### src/logic/dma_params.svh
`ifndef DMA_PARAMS_SVH
`define DMA_PARAMS_SVH

// bus and buffer sizes
`define DMA_ADDR_W      32
`define DMA_DATA_W      32
`define DMA_SIZE_W      12      // transfer size in bytes
`define DMA_BUF_DEPTH   16

// HTRANS
`define HTRANS_IDLE     2'b00
`define HTRANS_NONSEQ   2'b10
`define HTRANS_SEQ      2'b11

// HBURST
`define HBURST_SINGLE   3'b000
`define HBURST_INCR     3'b001
`define HBURST_INCR4    3'b011
`define HBURST_INCR8    3'b101
`define HBURST_INCR16   3'b111

`define HSIZE_WORD      3'b010

// burst select, anything else is INCR16
`define BSEL_SINGLE     3'b000
`define BSEL_INCR4      3'b001
`define BSEL_INCR8      3'b010

`endif

### src/logic/dma_pkg.sv
`default_nettype none
`include "dma_params.svh"

package dma_pkg;

    typedef logic [`DMA_ADDR_W-1:0]            addr_t;
    typedef logic [`DMA_DATA_W-1:0]            data_t;
    typedef logic [`DMA_SIZE_W-1:0]            xfer_size_t;
    typedef logic [`DMA_SIZE_W-3:0]            word_cnt_t;   // size in words
    typedef logic [4:0]                        beat_cnt_t;   // up to 16 beats
    typedef logic [$clog2(`DMA_BUF_DEPTH)-1:0] buf_idx_t;
    typedef logic [2:0]                        burst_sel_t;
    typedef logic [1:0]                        htrans_t;
    typedef logic [2:0]                        hburst_t;
    typedef logic [2:0]                        hsize_t;

    typedef struct packed {
        addr_t      src;
        addr_t      dst;
        xfer_size_t size;
        burst_sel_t bsel;
    } dma_cfg_t;

    // one round of the transfer
    typedef struct packed {
        beat_cnt_t len;
        hburst_t   hburst;
    } burst_plan_t;

    typedef struct packed {
        htrans_t htrans;
        hburst_t hburst;
        hsize_t  hsize;
        addr_t   haddr;
        logic    hwrite;
        logic    hbusreq;
    } ahb_cmd_t;

    typedef enum logic [2:0] {IDLE, REQ, READ, RDATA, WRITE, WDATA} master_state_e;

endpackage

`default_nettype wire

### src/logic/dma_ahb_master.sv
`timescale 1ns/1ps
`default_nettype none

module dma_ahb_master (
    input  logic              m_HCLK,
    input  logic              m_HRESETn,
    input  logic              req,
    input  dma_pkg::dma_cfg_t cfg,
    input  logic              irq_mask,
    input  logic              irq_clr,
    input  logic              HREADY,
    input  logic              HGRANT,
    input  dma_pkg::data_t    HRDATA,
    output logic              ack,
    output logic              irq,
    output logic              irq_status,
    output dma_pkg::htrans_t  HTRANS,
    output dma_pkg::hburst_t  HBURST,
    output dma_pkg::hsize_t   HSIZE,
    output dma_pkg::addr_t    HADDR,
    output logic              HWRITE,
    output dma_pkg::data_t    HWDATA,
    output logic              HBUSREQ
);

    logic                 start;
    dma_pkg::burst_plan_t plan;
    dma_pkg::addr_t       src_addr;
    dma_pkg::addr_t       dst_addr;
    logic                 last_round;
    logic                 src_beat;
    logic                 dst_beat;
    logic                 fill;
    logic                 drain;
    logic                 round_done;
    logic                 xfer_done;
    dma_pkg::ahb_cmd_t    cmd;

    dma_channel_ctrl u_ctrl (
        .m_HCLK     (m_HCLK),
        .m_HRESETn  (m_HRESETn),
        .req        (req),
        .cfg        (cfg),
        .irq_mask   (irq_mask),
        .irq_clr    (irq_clr),
        .src_beat   (src_beat),
        .dst_beat   (dst_beat),
        .round_done (round_done),
        .xfer_done  (xfer_done),
        .ack        (ack),
        .start      (start),
        .plan       (plan),
        .src_addr   (src_addr),
        .dst_addr   (dst_addr),
        .last_round (last_round),
        .irq_status (irq_status),
        .irq        (irq)
    );

    dma_burst_fsm u_fsm (
        .m_HCLK     (m_HCLK),
        .m_HRESETn  (m_HRESETn),
        .start      (start),
        .plan       (plan),
        .src_addr   (src_addr),
        .dst_addr   (dst_addr),
        .last_round (last_round),
        .hready     (HREADY),
        .hgrant     (HGRANT),
        .cmd        (cmd),
        .src_beat   (src_beat),
        .dst_beat   (dst_beat),
        .fill       (fill),
        .drain      (drain),
        .round_done (round_done),
        .xfer_done  (xfer_done)
    );

    dma_word_buffer u_buf (
        .m_HCLK     (m_HCLK),
        .m_HRESETn  (m_HRESETn),
        .fill       (fill),
        .drain      (drain),
        .round_done (round_done),
        .hrdata     (HRDATA),
        .hwdata     (HWDATA)
    );

    // AHB pins
    assign HTRANS  = cmd.htrans;
    assign HBURST  = cmd.hburst;
    assign HSIZE   = cmd.hsize;
    assign HADDR   = cmd.haddr;
    assign HWRITE  = cmd.hwrite;
    assign HBUSREQ = cmd.hbusreq;

endmodule

`default_nettype wire

### src/logic/dma_burst_fsm.sv
`timescale 1ns/1ps
`default_nettype none
`include "dma_params.svh"

module dma_burst_fsm (
    input  logic                 m_HCLK,
    input  logic                 m_HRESETn,
    input  logic                 start,
    input  dma_pkg::burst_plan_t plan,
    input  dma_pkg::addr_t       src_addr,
    input  dma_pkg::addr_t       dst_addr,
    input  logic                 last_round,
    input  logic                 hready,
    input  logic                 hgrant,
    output dma_pkg::ahb_cmd_t    cmd,
    output logic                 src_beat,
    output logic                 dst_beat,
    output logic                 fill,
    output logic                 drain,
    output logic                 round_done,
    output logic                 xfer_done
);

    dma_pkg::master_state_e state;
    dma_pkg::master_state_e state_nxt;
    dma_pkg::beat_cnt_t     addr_cnt;     // address beats accepted in this phase
    logic                   addr_last;
    logic                   bus_ok;
    logic                   in_rdata;
    logic                   in_wdata;
    logic                   nonseq_go;
    logic                   seq_go;

    assign addr_last = (addr_cnt == plan.len);
    assign bus_ok    = hgrant && hready;
    assign in_rdata  = (state == dma_pkg::RDATA);
    assign in_wdata  = (state == dma_pkg::WDATA);

    // grant is only checked on the first beat of a burst
    assign nonseq_go = bus_ok && ((state == dma_pkg::READ) || (state == dma_pkg::WRITE) ||
                                  (in_rdata && addr_last));
    assign seq_go    = hready && !addr_last && (in_rdata || in_wdata);

    assign src_beat  = (nonseq_go && (state == dma_pkg::READ)) || (seq_go && in_rdata);
    assign dst_beat  = (nonseq_go && (state != dma_pkg::READ)) || (seq_go && in_wdata);

    // data trails its address by one beat, so a data phase is always open here
    assign fill       = in_rdata && hready;
    assign drain      = in_wdata && hready;
    assign round_done = drain && addr_last;
    assign xfer_done  = round_done && last_round;

    always_ff @(posedge m_HCLK or negedge m_HRESETn) begin
        if (!m_HRESETn) begin
            state    <= dma_pkg::IDLE;
            addr_cnt <= '0;
        end else begin
            state <= state_nxt;
            if (nonseq_go) begin
                addr_cnt <= 5'd1;
            end else if (seq_go) begin
                addr_cnt <= addr_cnt + 1'b1;
            end
        end
    end

    always_comb begin
        state_nxt = state;
        case (state)
            dma_pkg::IDLE: begin
                if (start) begin
                    state_nxt = dma_pkg::REQ;
                end
            end
            dma_pkg::REQ: begin
                if (bus_ok) begin
                    state_nxt = dma_pkg::READ;
                end
            end
            dma_pkg::READ: begin
                if (bus_ok) begin
                    state_nxt = dma_pkg::RDATA;
                end
            end
            dma_pkg::RDATA: begin
                if (hready && addr_last) begin
                    state_nxt = hgrant ? dma_pkg::WDATA : dma_pkg::WRITE;
                end
            end
            dma_pkg::WRITE: begin
                if (bus_ok) begin
                    state_nxt = dma_pkg::WDATA;
                end
            end
            dma_pkg::WDATA: begin
                if (round_done) begin
                    state_nxt = last_round ? dma_pkg::IDLE : dma_pkg::READ;
                end
            end
            default: state_nxt = dma_pkg::IDLE;
        endcase
    end

    always_comb begin
        cmd.htrans  = `HTRANS_IDLE;
        cmd.hburst  = plan.hburst;
        cmd.hsize   = `HSIZE_WORD;
        cmd.haddr   = src_addr;
        cmd.hwrite  = 1'b0;
        cmd.hbusreq = 1'b1;
        case (state)
            dma_pkg::IDLE: cmd.hbusreq = start;   // request as we leave idle
            dma_pkg::REQ:  cmd.hbusreq = 1'b1;    // keep asking until granted
            dma_pkg::READ: begin
                if (hgrant) begin
                    cmd.htrans = `HTRANS_NONSEQ;
                end
            end
            dma_pkg::RDATA: begin
                if (!addr_last) begin
                    cmd.htrans = `HTRANS_SEQ;
                end else begin
                    // last read data overlaps the write address
                    cmd.haddr  = dst_addr;
                    cmd.hwrite = 1'b1;
                    if (hgrant) begin
                        cmd.htrans = `HTRANS_NONSEQ;
                    end
                end
            end
            dma_pkg::WRITE: begin
                cmd.haddr  = dst_addr;
                cmd.hwrite = 1'b1;
                if (hgrant) begin
                    cmd.htrans = `HTRANS_NONSEQ;
                end
            end
            dma_pkg::WDATA: begin
                cmd.haddr  = dst_addr;
                cmd.hwrite = 1'b1;
                if (!addr_last) begin
                    cmd.htrans = `HTRANS_SEQ;
                end else begin
                    cmd.hbusreq = !last_round;   // final write address is out
                end
            end
            default: cmd.hbusreq = 1'b0;
        endcase
    end

endmodule

`default_nettype wire

### src/logic/dma_channel_ctrl.sv
`timescale 1ns/1ps
`default_nettype none
`include "dma_params.svh"

module dma_channel_ctrl (
    input  logic                 m_HCLK,
    input  logic                 m_HRESETn,
    input  logic                 req,
    input  dma_pkg::dma_cfg_t    cfg,
    input  logic                 irq_mask,
    input  logic                 irq_clr,
    input  logic                 src_beat,
    input  logic                 dst_beat,
    input  logic                 round_done,
    input  logic                 xfer_done,
    output logic                 ack,
    output logic                 start,
    output dma_pkg::burst_plan_t plan,
    output dma_pkg::addr_t       src_addr,
    output dma_pkg::addr_t       dst_addr,
    output logic                 last_round,
    output logic                 irq_status,
    output logic                 irq
);

    logic                req_q;
    logic                busy;
    logic                capture;
    logic                short_round;
    dma_pkg::word_cnt_t  cfg_words;
    dma_pkg::word_cnt_t  words_left;
    dma_pkg::burst_sel_t bsel;
    dma_pkg::beat_cnt_t  burst_len;
    dma_pkg::hburst_t    burst_code;

    // new request only from a quiet channel
    assign capture   = req && !req_q && !busy && !ack;
    assign cfg_words = cfg.size[`DMA_SIZE_W-1:2];

    always_ff @(posedge m_HCLK or negedge m_HRESETn) begin
        if (!m_HRESETn) begin
            req_q <= 1'b0;
            busy  <= 1'b0;
            start <= 1'b0;
            ack   <= 1'b0;
        end else begin
            req_q <= req;
            start <= capture && (cfg_words != '0);
            if (capture && (cfg_words != '0)) begin
                busy <= 1'b1;
            end else if (xfer_done) begin
                busy <= 1'b0;
            end
            if (!req) begin
                ack <= 1'b0;
            end else if (xfer_done || (capture && (cfg_words == '0))) begin
                ack <= 1'b1;    // empty transfer acks at once
            end
        end
    end

    always_ff @(posedge m_HCLK or negedge m_HRESETn) begin
        if (!m_HRESETn) begin
            words_left <= '0;
            bsel       <= '0;
        end else if (capture) begin
            words_left <= cfg_words;
            bsel       <= cfg.bsel;
        end else if (round_done) begin
            words_left <= words_left - dma_pkg::word_cnt_t'(plan.len);
        end
    end

    // addresses step one word per accepted address beat
    always_ff @(posedge m_HCLK) begin
        if (capture) begin
            src_addr <= cfg.src;
            dst_addr <= cfg.dst;
        end else begin
            if (src_beat) begin
                src_addr <= src_addr + 'd4;
            end
            if (dst_beat) begin
                dst_addr <= dst_addr + 'd4;
            end
        end
    end

    always_comb begin
        case (bsel)
            `BSEL_SINGLE: begin
                burst_len  = 5'd1;
                burst_code = `HBURST_SINGLE;
            end
            `BSEL_INCR4: begin
                burst_len  = 5'd4;
                burst_code = `HBURST_INCR4;
            end
            `BSEL_INCR8: begin
                burst_len  = 5'd8;
                burst_code = `HBURST_INCR8;
            end
            default: begin
                burst_len  = 5'd16;
                burst_code = `HBURST_INCR16;
            end
        endcase
    end

    // remainder shorter than the burst goes out as undefined length INCR
    assign short_round = words_left < dma_pkg::word_cnt_t'(burst_len);
    assign plan.len    = short_round ? dma_pkg::beat_cnt_t'(words_left) : burst_len;
    assign plan.hburst = short_round ? `HBURST_INCR : burst_code;
    assign last_round  = words_left <= dma_pkg::word_cnt_t'(burst_len);

    always_ff @(posedge m_HCLK or negedge m_HRESETn) begin
        if (!m_HRESETn) begin
            irq_status <= 1'b0;
            irq        <= 1'b0;
        end else begin
            if (xfer_done) begin
                irq_status <= 1'b1;
            end else if (irq_clr) begin
                irq_status <= 1'b0;
            end
            irq <= irq_status && irq_mask;
        end
    end

endmodule

`default_nettype wire

### src/logic/dma_word_buffer.sv
`timescale 1ns/1ps
`default_nettype none
`include "dma_params.svh"

module dma_word_buffer (
    input  logic           m_HCLK,
    input  logic           m_HRESETn,
    input  logic           fill,
    input  logic           drain,
    input  logic           round_done,
    input  dma_pkg::data_t hrdata,
    output dma_pkg::data_t hwdata
);

    dma_pkg::data_t    mem [`DMA_BUF_DEPTH];
    dma_pkg::buf_idx_t fill_idx;
    dma_pkg::buf_idx_t drain_idx;

    always_ff @(posedge m_HCLK or negedge m_HRESETn) begin
        if (!m_HRESETn) begin
            fill_idx  <= '0;
            drain_idx <= '0;
        end else if (round_done) begin
            fill_idx  <= '0;      // next round starts at slot 0
            drain_idx <= '0;
        end else begin
            if (fill) begin
                fill_idx <= fill_idx + 1'b1;
            end
            if (drain) begin
                drain_idx <= drain_idx + 1'b1;
            end
        end
    end

    always_ff @(posedge m_HCLK) begin
        if (fill) begin
            mem[fill_idx] <= hrdata;
        end
    end

    assign hwdata = mem[drain_idx];   // valid through the write data phase

endmodule

`default_nettype wire

### config.mk
export PLATFORM = sky130hd
export DESIGN_NAME = dma_ahb_master
export DESIGN_NICKNAME = d
export VERILOG_FILES = /design/src/logic/dma_pkg.sv /design/src/logic/dma_ahb_master.sv /design/src/logic/dma_burst_fsm.sv /design/src/logic/dma_channel_ctrl.sv /design/src/logic/dma_word_buffer.sv
export VERILOG_INCLUDE_DIRS = /design/src /design/src/logic
export SDC_FILE = /design/constraint.sdc
export NUM_CORES = 1
export LEC_CHECK = 0
export BUFFER_PORTS_ARGS = -buffer_cell sky130_fd_sc_hd__buf_4
export CAP_MARGIN = 10
export CORE_ASPECT_RATIO = 0.6
export CORE_MARGIN = 5
export CORE_UTILIZATION = 49
export CTS_CLUSTER_DIAMETER = 200
export DETAILED_ROUTE_END_ITERATION = 7
export PLACE_DENSITY = 0.67
export SLEW_MARGIN = 20
export SYNTH_ARGS = -nofsm -noshare
export SYNTH_HDL_FRONTEND = slang
export SYNTH_SLANG_ARGS = --single-unit
### constraint.sdc
create_clock -name m_HCLK -period 7.1 [get_ports m_HCLK]
set_input_delay 0.355 -clock m_HCLK [delete_from_list [all_inputs] [get_ports m_HCLK]]
set_output_delay 0.355 -clock m_HCLK [all_outputs]
set_load 0.05 [all_outputs]
# == Word level (Yosys, flattened, before mapping) ==
# Memory sizes are Yosys's and may differ from the RTL's.
# Cells that the tools add are included.
# word_totals
regBits,99
mem_bits_rw,512
word_cells,127
n_memories,1
# mem_list
name,depth,width,rd,rd_ports_with_merged_regs,wr,line,text
u_buf.mem,16,32,1,0,1,dma_word_buffer.sv:15,dma_pkg::data_t mem [`DMA_BUF_DEPTH];
# classes
n_addsub,6
magnitude_cmp,2
n_eq_ne,16
mux,41
n_reduce_logical,47
# op_table
cell,n
$mux W32,4
$pmux W33 S2,1
$add A32 B3 Y32 const B,2
$mux W33,1
$mux W3,7
$logic_and A1 B1 Y1,20
$mux W10,2
$pmux W3 S6,1
$mux W4,4
$reduce_bool A2 Y1,8
$mux W5,3
$pmux W5 S3,1
$le A10 B5 Y1,1
$logic_not A10 Y1,1
$lt A10 B5 Y1,1
$mux W1,10
$ne A2 B1 Y1 const B,5
$reduce_bool A10 Y1,1
$sub A10 B5 Y10,1
$eq A3 B2 Y1 const B,3
$pmux W3 S3,1
$add A4 B1 Y4 const B,2
$mux W2,4
$eq A3 B1 Y1 const B,2
13 further kinds,26

# == Depth between registers and ports, before layout ==
# logic_depth
word_depth,12
depth_mapped,19

# == By module ==
# A second synthesis with hierarchy kept.
# unflattened
hier_cells,1504
area_unflattened_um2,25773.5
# by_module_without_submodules
mod,n_inst,cells_each,area_each_um2,seq_area_each_um2
dma_word_buffer,1,843,19640.1,15574.9
dma_channel_ctrl,1,531,4946.0,2397.3
dma_burst_fsm,1,130,1187.4,200.2

# == Worst setup path after synthesis ==
# Ideal clock, no wire load.
# synth_timing
path_type,register to register
startpoint,register u_ctrl.bsel[0]
endpoint,register u_ctrl.src_addr[10] (enable)
t_arrival_ps,4566
path_slack_ps,2075
path_stages_with_launch,13
n_path_buf,3
synth_period_minus_slack_ps,5025
cell_sequence,dfrtp_1 -> buf_4 -> nor3b_1 -> inv_1 -> ha_1 -> nand4b_1 -> or2_2 -> buf_2 -> nand4_4 -> o21a_1 -> buf_2 -> a21oi_1 -> o21ai_0
# synth_between
elab_chain_len,11
# synth_lines
element,line,text
"start, declared",dma_channel_ctrl.sv:32,dma_pkg::burst_sel_t bsel;
"start signal, assigned",dma_channel_ctrl.sv:68,bsel <= cfg.bsel;
$eq A3 B2 Y1 (tied with other cells),dma_channel_ctrl.sv:90,case (bsel)
$pmux W5 S3 *,dma_channel_ctrl.sv:90,
$lt A10 B5 Y1,dma_channel_ctrl.sv:111,assign short_round = words_left < dma_pkg::word_cnt_t'(burst_len);
$mux W5 *,dma_channel_ctrl.sv:112,assign plan.len = short_round ? dma_pkg::beat_cnt_t'(words_left) : burst_len;
$eq A5 B5 Y1 *,dma_burst_fsm.sv:34,assign addr_last = (addr_cnt == plan.len);
$logic_and A1 B1 Y1 or $logic_not A1 Y1 (tied branches),"dma_burst_fsm.sv:41, dma_burst_fsm.sv:42",
$logic_or A1 B1 Y1 or $logic_and A1 B1 Y1 (tied branches),"dma_burst_fsm.sv:40, dma_burst_fsm.sv:42",
"$logic_and A1 B1 Y1, on equally long branches","dma_burst_fsm.sv:40, dma_burst_fsm.sv:42",
$logic_and A1 B1 Y1,dma_burst_fsm.sv:44,assign src_beat = (nonseq_go && (state == dma_pkg::READ)) || (seq_go && in_rdata);
$logic_or A1 B1 Y1 *,dma_burst_fsm.sv:44,
$reduce_bool A2 Y1 (no line) *,--,
"end signal, assigned",dma_channel_ctrl.sv:77,src_addr <= cfg.src;
"end signal, assigned",dma_channel_ctrl.sv:81,src_addr <= src_addr + 'd4;
"end, declared",dma_channel_ctrl.sv:19,"output dma_pkg::addr_t src_addr,"
# Mark *: on every way between the ends. The rest lies on a longest branch, timed or not.
# A chain may end at the register's enable or synchronous reset.

# == Final worst setup path ==
# layout_timing
startpoint,register u_ctrl.bsel[0]
endpoint,output port HADDR[21]
# layout_between
elab_chain_len,7
# layout_lines
element,line,text
$eq A3 B2 Y1 (tied with other cells),dma_channel_ctrl.sv:90,
$pmux W5 S3 *,dma_channel_ctrl.sv:90,
$lt A10 B5 Y1,dma_channel_ctrl.sv:111,
$mux W5 *,dma_channel_ctrl.sv:112,
$eq A5 B5 Y1 *,dma_burst_fsm.sv:34,
$mux W33 *,dma_burst_fsm.sv:120,if (!addr_last) begin
$pmux W33 S2 *,dma_burst_fsm.sv:111,case (state)
"end, declared",dma_ahb_master.sv:20,"output dma_pkg::addr_t HADDR,"
# Marks and branches as above.

==> flow_metrics.py <==
metrics = {
    "timing": {
        "layout_setup_ws_ns": 2.42,
        "worst_pin_slew_ns": 1.08,
        "clock-skew-final_ns": 0.0186,
        "maxSlewViolCount": 0,
        "relSlewSlack_pct": 27.6,
        "tns_ns": 0,
        "fmax_mhz": 214,
        "timing.final.crit_share_pct": 65.8,
        "rsz0062_at_grt": "no",
        "setup_viol": 0,
        "min_period_ns": 4.68,
        "hold_violations": 0,
    },
    "global_routing": {
        "grt_max_degree": 110,
        "grt_pass1_wl_um": 92500,
        "grt_use_total_pct": 20.9,
        "overflow": 0,
        "antenna_found_initial": 2,
        "grt_pass1_vias": 14500,
    },
    "routing": {
        "wirelength_um": 61100,
        "ant_nets": 0,
        "drt_pass1_iterations": 6,
        "drtIter0Drc": 1468,
        "routedWlPerCell_um": 25.1,
        "drc": 0,
        "viasPerCell": 5.96,
        "vias": 14500,
    },
    "clock_tree": {
        "cts_made_buffers": 56,
        "clkSlewWorstSetupHoldPaths_ns": 0.06,
        "insertion_delay_ns": 0.60,
        "cts_tree": "built",
        "cts_buffer_depth": 3,
        "clockRootBuffer": "clkbuf_16",
        "cts-resized-gates": 0,
        "h-tree-depth": 2,
        "clock-sinks": 611,
    },
    "flow_run": {
        "maxCapViolCount": 0,
    },
    "synth": {
        "synth_mux_area_share_pct": 14.0,
        "syn-cell-area_um2": 26000,
        "async_flop_share_pct": 5.73,
        "synthAdderAreaFrac_pct": 0.954,
        "synth_compound_area_share_pct": 4.98,
        "synthSimpleGateAreaFrac_pct": 6.20,
        "synth_edf_count": 576,
        "syn_avg_cell_area_um2": 17.6,
        "ys_seq_area_share_pct": 70.0,
        "synthDistinctLibCells": 76,
        "yosys_warnings": 0,
        "synth_ff_type": "edfxtp_1",
        "syn_inst": 1478,
        "synth_top_family_by_area": "multiplexers",
        "ys_seq_elements": 611,
        "synthXorXnorAreaFrac_pct": 2.19,
    },
    "critical_path": {
        "crit_required_ns": 6.74,
        "cp-start-kind": "flip-flop",
        "worstSetupPathType": "reg -> out",
        "cp.arrival_ns": 4.32,
        "slowest_delay_ns": 0.64,
        "crit_buf_inv": 3,
        "crit_slowest_cell": "o211ai_1",
        "critPathMaxFanout": 33,
        "path_delay_family": "compound AO/OA/AOI/OAI gates",
        "cp-end-kind": "primary output",
        "path_common_cell": "buf_4",
        "crit_chain": "nor3b_1 -> inv_1 -> ha_1 -> a21oi_1 -> o211ai_1 -> o22ai_2 -> o21a_1 -> o21bai_2 -> buf_4 -> a22o_1 -> buf_4",
    },
    "cells_and_area": {
        "nets": 1821,
        "drive_gt1_share_pct": 28.7,
        "area_delta_synth_final_pct": 15.9,
        "final_util_pct": 57.3,
    },
    "worst_hold_path": {
        "hold_path_class": "in -> reg",
    },
    "power": {
        "ir_drop_v": 0.000267,
        "p_leak_nw": 9.85,
        "powerDensity_nw_per_um2": 353,
    },
    "outcome": {
        "status": "completed",
    },
    "die": {
        "core.rowCount": 65,
        "die_area_um2": 57900,
        "initial_utilization_pct": 49.4,
        "coreArea_um2": 52500,
        "die_h_um": 188,
        "fp.dieW_um": 307,
        "io_pins": 195,
    },
    "placed_design": {
        "dpl_worst_slack_ns": 2.75,
        "port_buffers": 189,
        "gp_congestion": 0.864,
        "dp_hpwl_um": 35600,
    },
}
-- placed cells by master, fill, tap and decap left out, types with 5 or more instances in the layout --
| cell type | n |
|---|---|
| edfxtp_1 | 576 |
| buf_4 | 218 |
| mux4_2 | 160 |
| nand2_1 | 121 |
| o21ai_0 | 75 |
| clkbuf_16 | 57 |
| nor2_1 | 54 |
| xnor2_1 | 33 |
| xor2_1 | 32 |
| a22o_1 | 32 |
| dfrtp_1 | 31 |
| nand3_1 | 28 |
| inv_1 | 20 |
| a21oi_1 | 19 |
| ha_1 | 19 |
| nand4_1 | 18 |
| nor3_1 | 15 |
| clkbuf_1 | 15 |
| and2_1 | 12 |
| a31oi_1 | 11 |
| and3_1 | 10 |
| clkinv_1 | 9 |
| dlygate4sd3_1 | 9 |
| o211ai_1 | 8 |
| nand2b_1 | 7 |
| clkinv_2 | 7 |
| and3_2 | 6 |
| and2_2 | 6 |
| bufinv_16 | 6 |
| a211oi_1 | 5 |
| nor4_1 | 5 |
| or3_1 | 5 |
-- worst min-delay path, stage by stage --
cell     delay (ns)
buf_4          0.08
nand2_1        0.04
nand2_1        0.04
-- what timing repair did --
item,4_1_cts,5_1_grt
hold endpoints to repair,43,0
setup buffers,0,0
hold buffers,9,0
-- cell families after synthesis --
group,Yosys count
flip-flops,611
AND/OR/NAND/NOR,322
AO/OA/AOI/OAI,194
multiplexers,162
buffers and inverters,102
XOR/XNOR,65
adder cells (fa/ha/maj),20
other,2
-- path summary, 6_finish.rpt --
kind	end	depth (start not counted)	startpoint	slack, ns
min in group asynchronous	u_ctrl.bsel[1]	2	m_HRESETn	0.29
setup / recovery	HADDR[21]	11	u_ctrl.bsel[0]	2.42
hold / removal	u_ctrl.src_addr[3]	3	cfg[50]	0.03
max in group asynchronous	u_buf.drain_idx[1]	2	m_HRESETn	6.41
setup reg to reg	u_ctrl.words_left[7]	15	u_ctrl.bsel[0]	2.70
hold reg to reg	u_ctrl.busy	1	u_ctrl.busy	0.48
-- cells in the mapped netlist (19+ instances only) --
library cell  instances  area, um^2
mux4_2              160        3600
edfxtp_1            576       17300
nand2_1             121         454
dfrtp_1              35         876
o21ai_0              76         380
xnor2_1              33         289
a21oi_1              19        95.1
nor2_1               54         203
xor2_1               32         280
clkbuf_1             46         173
a22o_1               32         280
ha_1                 19         238
nand3_1              28         140
buf_2                20         100
inv_1                21        78.8
-- area by class of cell --
class / instances / area [um^2]
flip-flops and latches: 611 / 18200
inverters: 21 / 80.1
clock inverters: 29 / 338
repair buffers: 228 / 1740
diodes: 1 / 2.50
multi-input cells: 766 / 7400
well taps: 703 / 880
fillers: 4004 / 22400
clock buffers: 72 / 1480
-- sequential cells by signal, indices dropped and copies added (netlist names), 3 cells and up --
name,count
u_ctrl.words_left,10
u_ctrl.dst_addr,32
u_ctrl.src_addr,32
u_buf.drain_idx,4
u_fsm.addr_cnt,5
u_ctrl.bsel,3
u_buf.fill_idx,4
u_fsm.state,3
u_buf.mem,512
-- power by group --
part | leakage, nW | internal, W | switching (W)
Clock | 0.870 | 0.00170 | 0.00131
Combinational | 3.35 | 0.00115 | 0.00182
Sequential | 5.63 | 0.00437 | 0.000298
Total | 9.85 | 0.00721 | 0.00343
-- routing by layer --
| metal | wire, um | track usage [%] | share of wire [%] | vias up |
|---|---|---|---|---|
| met5 | 20 | 0 | 0.033 | - |
| li1 | - | - | - | 6363 |
| met1 | 28000 | 32.5 | 46 | 7578 |
| met4 | 1140 | 4.24 | 1.9 | 2 |
| met3 | 3500 | 3.12 | 5.7 | 82 |
| met2 | 28500 | 32.2 | 47 | 470 |
-- through the flow --
step / std cells / hold slack (ns) / instance area [um^2] / power (W)
floorplan: 1479 / 0.0594 / 26000 / 0.00680
global placement: 2320 / 0.353 / 28200 / 0.00766
detailed placement: 2320 / 0.353 / 28200 / 0.00771
CTS: 2430 / 0.00715 / 30100 / 0.0107
global route: 2431 / 0.0162 / 30100 / 0.0111
finish: 2431 / 0.0336 / 30100 / 0.0106
Note: power is estimated with default switching activity, not from simulation.
